## config.mk

```make
export PLATFORM = sky130hd
export DESIGN_NAME = mips_core
export DESIGN_NICKNAME = d
export VERILOG_FILES = /design/src/hdl/mips_pkg.sv /design/src/hdl/mips_decode.sv /design/src/hdl/mips_alu.sv /design/src/hdl/mips_regfile.sv /design/src/hdl/mips_pc_unit.sv /design/src/hdl/mips_core.sv
export SDC_FILE = /design/constraint.sdc
export NUM_CORES = 2
export LEC_CHECK = 0
export CORE_MARGIN = 1.5
export CORE_UTILIZATION = 60
export DETAILED_ROUTE_END_ITERATION = 6
export DONT_BUFFER_PORTS = 1
export PLACE_DENSITY = 0.72
export SETUP_SLACK_MARGIN = 0.1
export SLEW_MARGIN = 0
export SYNTH_ARGS = -nofsm -noshare
export SYNTH_HDL_FRONTEND = slang
export SYNTH_SLANG_ARGS = --single-unit
```

## constraint.sdc

```tcl
create_clock -name clk -period 9.92 [get_ports clk]
set_input_delay 0.496 -clock clk [delete_from_list [all_inputs] [get_ports clk]]
set_output_delay 0.496 -clock clk [all_outputs]
set_load 0.005 [all_outputs]
```

## src/hdl/mips_pkg.sv

```systemverilog
package mips_pkg;

   // width types
   typedef logic [31:0] word_t;    // data word
   typedef logic [29:0] waddr_t;   // word address, byte offset dropped
   typedef logic [4:0]  reg_idx_t; // register number
   typedef logic [5:0]  opcode_t;  // inst[31:26]
   typedef logic [5:0]  funct_t;   // inst[5:0], R-type only

   // alu operations
   typedef enum logic [3:0] {
      alu_add,
      alu_sub,
      alu_and,
      alu_or,
      alu_xor,
      alu_nor,
      alu_slt,  // signed
      alu_sll,
      alu_srl,
      alu_sra,
      alu_lui   // imm into upper half
   } alu_op_e;

   // write-back source
   typedef enum logic [1:0] {
      wb_alu,
      wb_mem,
      wb_link   // pc+4 for jal
   } wb_sel_e;

   // next pc source
   typedef enum logic [1:0] {
      pc_seq,
      pc_branch,  // taken or not, pc unit decides
      pc_jump,
      pc_reg      // jr
   } pc_sel_e;

   // primary opcodes
   localparam opcode_t op_rtype = 6'h00;
   localparam opcode_t op_j     = 6'h02;
   localparam opcode_t op_jal   = 6'h03;
   localparam opcode_t op_beq   = 6'h04;
   localparam opcode_t op_bne   = 6'h05;
   localparam opcode_t op_addi  = 6'h08;
   localparam opcode_t op_addiu = 6'h09;
   localparam opcode_t op_slti  = 6'h0a;
   localparam opcode_t op_andi  = 6'h0c;
   localparam opcode_t op_ori   = 6'h0d;
   localparam opcode_t op_xori  = 6'h0e;
   localparam opcode_t op_lui   = 6'h0f;
   localparam opcode_t op_lw    = 6'h23;
   localparam opcode_t op_sw    = 6'h2b;

   // R-type funct codes
   localparam funct_t fn_sll     = 6'h00;
   localparam funct_t fn_srl     = 6'h02;
   localparam funct_t fn_sra     = 6'h03;
   localparam funct_t fn_jr      = 6'h08;
   localparam funct_t fn_syscall = 6'h0c;
   localparam funct_t fn_add     = 6'h20;
   localparam funct_t fn_addu    = 6'h21;
   localparam funct_t fn_sub     = 6'h22;
   localparam funct_t fn_subu    = 6'h23;
   localparam funct_t fn_and     = 6'h24;
   localparam funct_t fn_or      = 6'h25;
   localparam funct_t fn_xor     = 6'h26;
   localparam funct_t fn_nor     = 6'h27;
   localparam funct_t fn_slt     = 6'h2a;

   localparam reg_idx_t reg_v0 = 5'd2;   // syscall number
   localparam reg_idx_t reg_ra = 5'd31;  // jal link
   localparam word_t syscall_exit = 32'd10;

endpackage

```

## src/hdl/mips_decode.sv

```systemverilog
`timescale 1ns/10ps

module mips_decode (
   input  mips_pkg::opcode_t opcode,
   input  mips_pkg::funct_t  funct,
   input  logic              v0_is_exit,  // $v0 == 10
   output mips_pkg::alu_op_e alu_op,
   output logic              reg_write,
   output logic              dst_is_rd,    // else rt
   output logic              imm_signed,
   output logic              alu_src_imm,  // op_b from immediate
   output mips_pkg::wb_sel_e wb_sel,
   output logic              mem_write,
   output logic              branch_ne,    // bne sense
   output logic              is_branch,
   output mips_pkg::pc_sel_e pc_sel,
   output logic              halt_req
);
   import mips_pkg::*;

   always_comb begin
      // safe defaults, nothing written
      alu_op      = alu_add;
      reg_write   = 1'b0;
      dst_is_rd   = 1'b0;
      imm_signed  = 1'b1;
      alu_src_imm = 1'b0;
      wb_sel      = wb_alu;
      mem_write   = 1'b0;
      branch_ne   = 1'b0;
      is_branch   = 1'b0;
      pc_sel      = pc_seq;
      halt_req    = 1'b0;

      case (opcode)
         op_rtype: begin
            reg_write = 1'b1;  // cleared below for jr, syscall
            dst_is_rd = 1'b1;
            case (funct)
               fn_add, fn_addu: alu_op = alu_add;  // no overflow trap
               fn_sub, fn_subu: alu_op = alu_sub;
               fn_and:          alu_op = alu_and;
               fn_or:           alu_op = alu_or;
               fn_xor:          alu_op = alu_xor;
               fn_nor:          alu_op = alu_nor;
               fn_slt:          alu_op = alu_slt;
               fn_sll:          alu_op = alu_sll;
               fn_srl:          alu_op = alu_srl;
               fn_sra:          alu_op = alu_sra;
               fn_jr: begin
                  reg_write = 1'b0;
                  pc_sel    = pc_reg;
               end
               fn_syscall: begin
                  reg_write = 1'b0;
                  halt_req  = v0_is_exit;  // other codes fall through
               end
               default: begin
                  reg_write = 1'b0;  // reserved funct
                  halt_req  = 1'b1;
               end
            endcase
         end
         op_addi, op_addiu: begin
            reg_write   = 1'b1;
            alu_src_imm = 1'b1;
         end
         op_slti: begin
            alu_op      = alu_slt;
            reg_write   = 1'b1;
            alu_src_imm = 1'b1;
         end
         op_andi, op_ori, op_xori: begin
            reg_write   = 1'b1;
            alu_src_imm = 1'b1;
            imm_signed  = 1'b0;  // logical imms zero-extend
            alu_op      = (opcode == op_andi) ? alu_and :
                          (opcode == op_ori)  ? alu_or  : alu_xor;
         end
         op_lui: begin
            alu_op      = alu_lui;
            reg_write   = 1'b1;
            alu_src_imm = 1'b1;
         end
         op_lw: begin
            reg_write   = 1'b1;
            alu_src_imm = 1'b1;  // base + offset
            wb_sel      = wb_mem;
         end
         op_sw: begin
            alu_src_imm = 1'b1;
            mem_write   = 1'b1;
         end
         op_beq, op_bne: begin
            alu_op    = alu_sub;  // rs - rt, zero flag compares
            is_branch = 1'b1;
            branch_ne = (opcode == op_bne);
            pc_sel    = pc_branch;
         end
         op_j: pc_sel = pc_jump;
         op_jal: begin
            pc_sel    = pc_jump;
            reg_write = 1'b1;
            wb_sel    = wb_link;  // dest forced to $ra in core
         end
         default: halt_req = 1'b1;  // reserved opcode
      endcase
   end

endmodule

```

## src/hdl/mips_alu.sv

```systemverilog
`timescale 1ns/10ps

module mips_alu (
   input  mips_pkg::word_t   op_a,   // rs
   input  mips_pkg::word_t   op_b,   // rt or imm
   input  logic [4:0]        shamt,
   input  mips_pkg::alu_op_e alu_op,
   output mips_pkg::word_t   result,
   output logic              zero
);
   import mips_pkg::*;

   word_t diff;  // shared by sub and slt

   assign diff = op_a - op_b;

   always_comb begin
      case (alu_op)
         alu_add: result = op_a + op_b;
         alu_sub: result = diff;
         alu_and: result = op_a & op_b;
         alu_or:  result = op_a | op_b;
         alu_xor: result = op_a ^ op_b;
         alu_nor: result = ~(op_a | op_b);
         alu_slt: begin
            // signs differ -> a negative wins, else look at diff sign
            if (op_a[31] != op_b[31])
               result = {31'b0, op_a[31]};
            else
               result = {31'b0, diff[31]};
         end
         alu_sll: result = op_b << shamt;
         alu_srl: result = op_b >> shamt;
         alu_sra: result = word_t'($signed(op_b) >>> shamt);  // keep sign bit
         alu_lui: result = {op_b[15:0], 16'h0000};
         default: result = '0;
      endcase
   end

   assign zero = (result == '0);  // beq/bne via alu_sub

endmodule

```

## src/hdl/mips_regfile.sv

```systemverilog
`timescale 1ns/10ps

module mips_regfile (
   input  logic               clk,
   input  logic               rst_b,
   input  mips_pkg::reg_idx_t rs,
   input  mips_pkg::reg_idx_t rt,
   input  logic               wr_en,
   input  mips_pkg::reg_idx_t wr_idx,
   input  mips_pkg::word_t    wr_data,
   output mips_pkg::word_t    rs_data,
   output mips_pkg::word_t    rt_data,
   output logic               v0_is_exit
);
   import mips_pkg::*;

   word_t regs [32];

   always_ff @(posedge clk or negedge rst_b) begin
      if (!rst_b) begin
         for (int i = 0; i < 32; i++) begin
            regs[i] <= '0;
         end
      end else if (wr_en && (wr_idx != 5'd0)) begin  // $zero stays 0
         regs[wr_idx] <= wr_data;
      end
   end

   // combinational reads, new value seen after the edge
   assign rs_data = regs[rs];
   assign rt_data = regs[rt];

   // syscall exit code check for decode
   assign v0_is_exit = (regs[reg_v0] == syscall_exit);

endmodule

```

## src/hdl/mips_pc_unit.sv

```systemverilog
`timescale 1ns/10ps

module mips_pc_unit #(
   parameter mips_pkg::word_t text_start = 32'h0040_0000
) (
   input  logic              clk,
   input  logic              rst_b,
   input  mips_pkg::pc_sel_e pc_sel,
   input  logic              is_branch,
   input  logic              branch_ne,
   input  logic              alu_zero,   // rs == rt
   input  logic [15:0]       imm,        // branch offset, words
   input  logic [25:0]       target,     // jump target, words
   input  mips_pkg::word_t   rs_data,    // jr target
   input  logic              halt_req,
   output mips_pkg::word_t   pc,
   output mips_pkg::word_t   pc_plus4,
   output logic              halted
);
   import mips_pkg::*;

   word_t br_target;
   word_t j_target;
   word_t next_pc;
   logic  br_taken;

   assign pc_plus4  = pc + 32'd4;
   assign br_target = pc_plus4 + {{14{imm[15]}}, imm, 2'b00};
   assign j_target  = {pc[31:28], target, 2'b00};  // same 256MB region

   // beq wants zero, bne wants nonzero
   assign br_taken = is_branch && (alu_zero != branch_ne);

   always_comb begin
      case (pc_sel)
         pc_branch: next_pc = br_taken ? br_target : pc_plus4;
         pc_jump:   next_pc = j_target;
         pc_reg:    next_pc = rs_data;
         default:   next_pc = pc_plus4;
      endcase
   end

   always_ff @(posedge clk or negedge rst_b) begin
      if (!rst_b) begin
         pc     <= text_start;
         halted <= 1'b0;
      end else begin
         if (halt_req)
            halted <= 1'b1;  // sticky until reset
         // halting inst keeps its own address
         if (!halted && !halt_req)
            pc <= next_pc;
      end
   end

endmodule

```

## src/hdl/mips_core.sv

```systemverilog
`timescale 1ns/10ps

module mips_core #(
   parameter mips_pkg::word_t text_start = 32'h0040_0000  // reset pc
) (
   input  logic             clk,
   input  logic             rst_b,
   input  mips_pkg::word_t  inst,
   input  mips_pkg::word_t  mem_data_out,
   output mips_pkg::waddr_t inst_addr,
   output mips_pkg::waddr_t mem_addr,
   output mips_pkg::word_t  mem_data_in,
   output logic [3:0]       mem_write_en,  // all or nothing, word stores only
   output logic             halted
);
   import mips_pkg::*;

   // instruction fields
   opcode_t     opcode;
   funct_t      funct;
   reg_idx_t    rs, rt, rd;
   logic [4:0]  shamt;
   logic [15:0] imm16;
   logic [25:0] target;
   word_t       imm_ext;

   // decode levels
   alu_op_e alu_op;
   wb_sel_e wb_sel;
   pc_sel_e pc_sel;
   logic    reg_write, dst_is_rd, imm_signed, alu_src_imm;
   logic    mem_write, branch_ne, is_branch, halt_req;

   // datapath
   word_t    pc, pc_plus4;
   word_t    rs_data, rt_data;
   word_t    alu_b, alu_result;
   word_t    wr_data;
   reg_idx_t wr_idx;
   logic     alu_zero, v0_is_exit;

   assign opcode = inst[31:26];
   assign rs     = inst[25:21];
   assign rt     = inst[20:16];
   assign rd     = inst[15:11];
   assign shamt  = inst[10:6];
   assign funct  = inst[5:0];
   assign imm16  = inst[15:0];
   assign target = inst[25:0];

   assign imm_ext = imm_signed ? {{16{imm16[15]}}, imm16} : {16'h0000, imm16};
   assign alu_b   = alu_src_imm ? imm_ext : rt_data;

   // jal always links into $ra
   assign wr_idx = (wb_sel == wb_link) ? reg_ra : (dst_is_rd ? rd : rt);

   always_comb begin
      case (wb_sel)
         wb_mem:  wr_data = mem_data_out;  // lw
         wb_link: wr_data = pc_plus4;      // no delay slot
         default: wr_data = alu_result;
      endcase
   end

   assign inst_addr    = pc[31:2];
   assign mem_addr     = alu_result[31:2];  // base + offset
   assign mem_data_in  = rt_data;
   assign mem_write_en = {4{mem_write & ~halted}};

   mips_decode u_decode (
      .opcode, .funct, .v0_is_exit,
      .alu_op, .reg_write, .dst_is_rd, .imm_signed, .alu_src_imm,
      .wb_sel, .mem_write, .branch_ne, .is_branch, .pc_sel, .halt_req
   );

   mips_alu u_alu (
      .op_a   (rs_data),
      .op_b   (alu_b),
      .shamt  (shamt),
      .alu_op (alu_op),
      .result (alu_result),
      .zero   (alu_zero)
   );

   mips_regfile u_regfile (
      .clk, .rst_b, .rs, .rt,
      .wr_en      (reg_write & ~halted),  // frozen once halted
      .wr_idx     (wr_idx),
      .wr_data    (wr_data),
      .rs_data    (rs_data),
      .rt_data    (rt_data),
      .v0_is_exit (v0_is_exit)
   );

   mips_pc_unit #(.text_start(text_start)) u_pc (
      .clk, .rst_b, .pc_sel, .is_branch, .branch_ne, .alu_zero,
      .imm      (imm16),
      .target   (target),
      .rs_data  (rs_data),
      .halt_req (halt_req),
      .pc       (pc),
      .pc_plus4 (pc_plus4),
      .halted   (halted)
   );

endmodule

```

==> reports/metrics.yaml <==
route:
  num_vias: 63330
  drtPass1Iterations: 7
  wire_per_inst_um: 35.64
  drtAntennaViolNets: 0
  drt-met1-wl_um: 103600
  wl_um: 297900
  via_per_inst: 7.578
  drc: 7
  wl_met2_um: 126500
  top_layer: "met5"
  route.met3.wl_um: 42140
  drt_iter0_markers: 10390
finish:
  final_cells: 8357
  final_util: 0.6462
  fill_cells: 8635
  final_layout_size_suffix_gt1_frac: 0.1358
  final_nets: 6961
  fin_area_mm2: 0.07289
  regArea_mm2: 0.02645
  largest_reg_flops: 1024
  syn2layout_area_growth_pct: 6.392
  multi_input_area_mm2: 0.03892
synth:
  synth_area_per_cell_um2: 9.524
  ys_async_sr_fraction: 1.000
  ys_types: 106
  synth_top_area_share: 0.3857
  yosysSeqAreaShare: 0.3861
  ys_ff_latch: 1057
  synth_area_leaders: "dfrtp_1, mux4_2, o21ai_0"
  ys.flop_type: "dfrtp_1"
  synth_edf_count: 0
  synth_fp_nets: 7391
  synth.cell_area_mm2: 0.06852
  yosys_warnings: 0
  yosys.cell_count.top_type: "nand2_1"
  yosys-top-cells-count: "nand2_1, o21ai_0, dfrtp_1, clkbuf_1, mux2i_1"
  synth_top_area_cell: "dfrtp_1"
  syn_inst: 7194
die:
  start_util: 0.6074
  core-area_mm2: 0.1128
  design.die.area_mm2: 0.1162
  die_h_um: 340.9
  pin_count: 163
  die_x_um: 340.9
  core.rowCount: 123
worst_setup_path:
  r2r_start: "u_regfile.regs[70]"
  crit_required_ns: 10.48
  criticalPathCategory: "in -> reg"
  rrSetupSlack_ns: 1.16
  critPathSlowestCell: "nor4_4"
  worst_setup_path_end_kind: "register"
  crit_start: "inst[17]"
  reg2reg_to: "u_pc.pc[9]"
  cp_max_fo: 455
  start_kind: "input port"
  slowest_delay_ns: 1.06
  endpoint: "u_pc.pc[9]"
  cpMostUsedCell: "a21oi_1"
  critPathArrivalTime_ns: 10.15
  reg2reg_depth: 33
timing:
  drv_slew: 284
  finClkSkew_ns: 0.1132
  final_hold_viol_count: 122
  fin_ws_ns: 0.3311
  final.setup.tns_ns: 0
  rsz0062_at_grt: "false"
  fin_crit_ns: 9.589
  max_freq_ghz: 0.1043
  fin_crit_sh: 0.9666
  setup-violations-final: 0
  hold_ws_ns: -0.07813
  max_slew.worst_pin.slew_ns: 2.709
  relSlewSlack: -0.8057
clocking:
  cts_setup_buffers: 0
  cts_resized: 0
  cts_max_level: 3
  cts_sinks: 1057
  cts_root_buf: "clkbuf_16"
  clock_latency_ns: 0.77
  cts_tree: "built"
  path_clk_slew_ns: 0.07
  cts_max_path_buffers: 3
  cts_buffers: 106
global_routing:
  grt.overflow.total: 0
  antenna_found_initial: 17
  grt_usage: 0.5055
  grt_start_max_net_pins: 1058
  grt_pass1_vias: 60740
  grt_pass1_wl_um: 426700
placed_design:
  dp_hpwl_um: 190800
  pre_cts_ws_ns: 1.074
  gp_congestion: 1.113
  port_buffers: 0
  dpl.cell_count: 8150
  place_area_mm2: 0.06903
run_status:
  status: "finished, violations left"
  violations: "DRC, hold timing, capacitance limit, slew limit"
power:
  p_leak_nw: 31.45
  ir_drop_mv: 0.1792
  power.density_mw_per_mm2: 143.9
  totalPowerFinal_mw: 10.49
hold_path:
  min_path_type: "in -> async"
run:
  drv_cap: 1
## layer usage
metal	vias up	GRT usage
met1	31160	0.6392
met4	6	0.3472
met2	5321	0.7335
met3	1342	0.1736
met5	-	0
li1	25500	-
## critical path: cells and delay by family
kind / cells / cell delay (ns)
multiplexers: 3 / 0.86
adder cells (fa/ha/maj): 2 / 0.94
AO/OA/AOI/OAI: 19 / 3.71
AND/OR/NAND/NOR: 9 / 2.99
## power by group
group | total, mW | internal [mW] | switching [mW]
registers | 4.36 | 4.33 | 0.0275
clock network | 4.31 | 2.45 | 1.86
logic | 1.83 | 0.527 | 1.30
total | 10.5 | 7.31 | 3.18
## cell usage in the layout (no fill, tap or decap), types with 17 or more instances in the layout
cell type	Yosys	routed
nand2_1	1266	1232
o21ai_0	1139	1138
dfrtp_1	1056	1056
mux2i_1	494	489
mux4_2	399	399
a21oi_1	358	326
nor2_1	284	284
a22oi_1	249	249
buf_4	51	158
inv_1	128	127
ha_1	127	126
clkbuf_16	0	106
o22ai_1	76	76
nor3_1	67	65
nand3_1	62	62
xnor2_1	56	56
a211oi_1	41	40
a221oi_1	35	35
o221ai_1	33	33
nand2_4	1	30
a21o_1	27	27
a31oi_1	26	26
o21ai_1	24	25
o211ai_1	25	25
and3_1	24	24
clkbuf_8	0	24
xor2_1	23	23
nand2b_1	24	22
mux2_2	22	22
or3_1	21	21
clkbuf_1	497	20
a211o_1	19	19
o21a_1	19	19
a21oi_2	2	18
a21oi_4	1	17
## cell type report
type | instances | share of cell area
Sequential cell | 1057 | 0.3629
Tap cell | 1500 | 0.02575
Clock buffer | 150 | 0.04195
Antenna cell | 8 | 0.0002746
Inverter | 136 | 0.007003
Clock inverter | 43 | 0.008840
Timing Repair Buffer | 168 | 0.01940
Multi-Input combinational cell | 5295 | 0.5339
## how the worst min path moves through the flow
stage               start                   to  slack, ns  cells after the start
detailed placement  rst_b  u_regfile.regs[178]       0.22                      0
global placement    rst_b  u_regfile.regs[114]       0.22                      0
CTS                 rst_b   u_regfile.regs[53]      -0.54                      0
global route        rst_b  u_regfile.regs[210]       0.06                      1
floorplan           rst_b          u_pc.halted       0.20                      0
finish              rst_b  u_regfile.regs[179]      -0.08                      1
## kinds of logic (layout without fill, tap and decap cells)
| kind of cell | Yosys count | count (layout) | synth area share |
|---|---|---|---|
| compound gates | 2269 | 2269 | 0.1981 |
| xor+xnor | 79 | 79 | 0.01010 |
| fa+ha+maj | 131 | 131 | 0.02436 |
| buf+inv | 842 | 497 | 0.05530 |
| flops | 1057 | 1057 | 0.3861 |
| mux | 915 | 915 | 0.2069 |
| other cells | 0 | 8 | 0 |
| simple gates | 1901 | 1901 | 0.1191 |
Power figures use the tool's default switching activity.
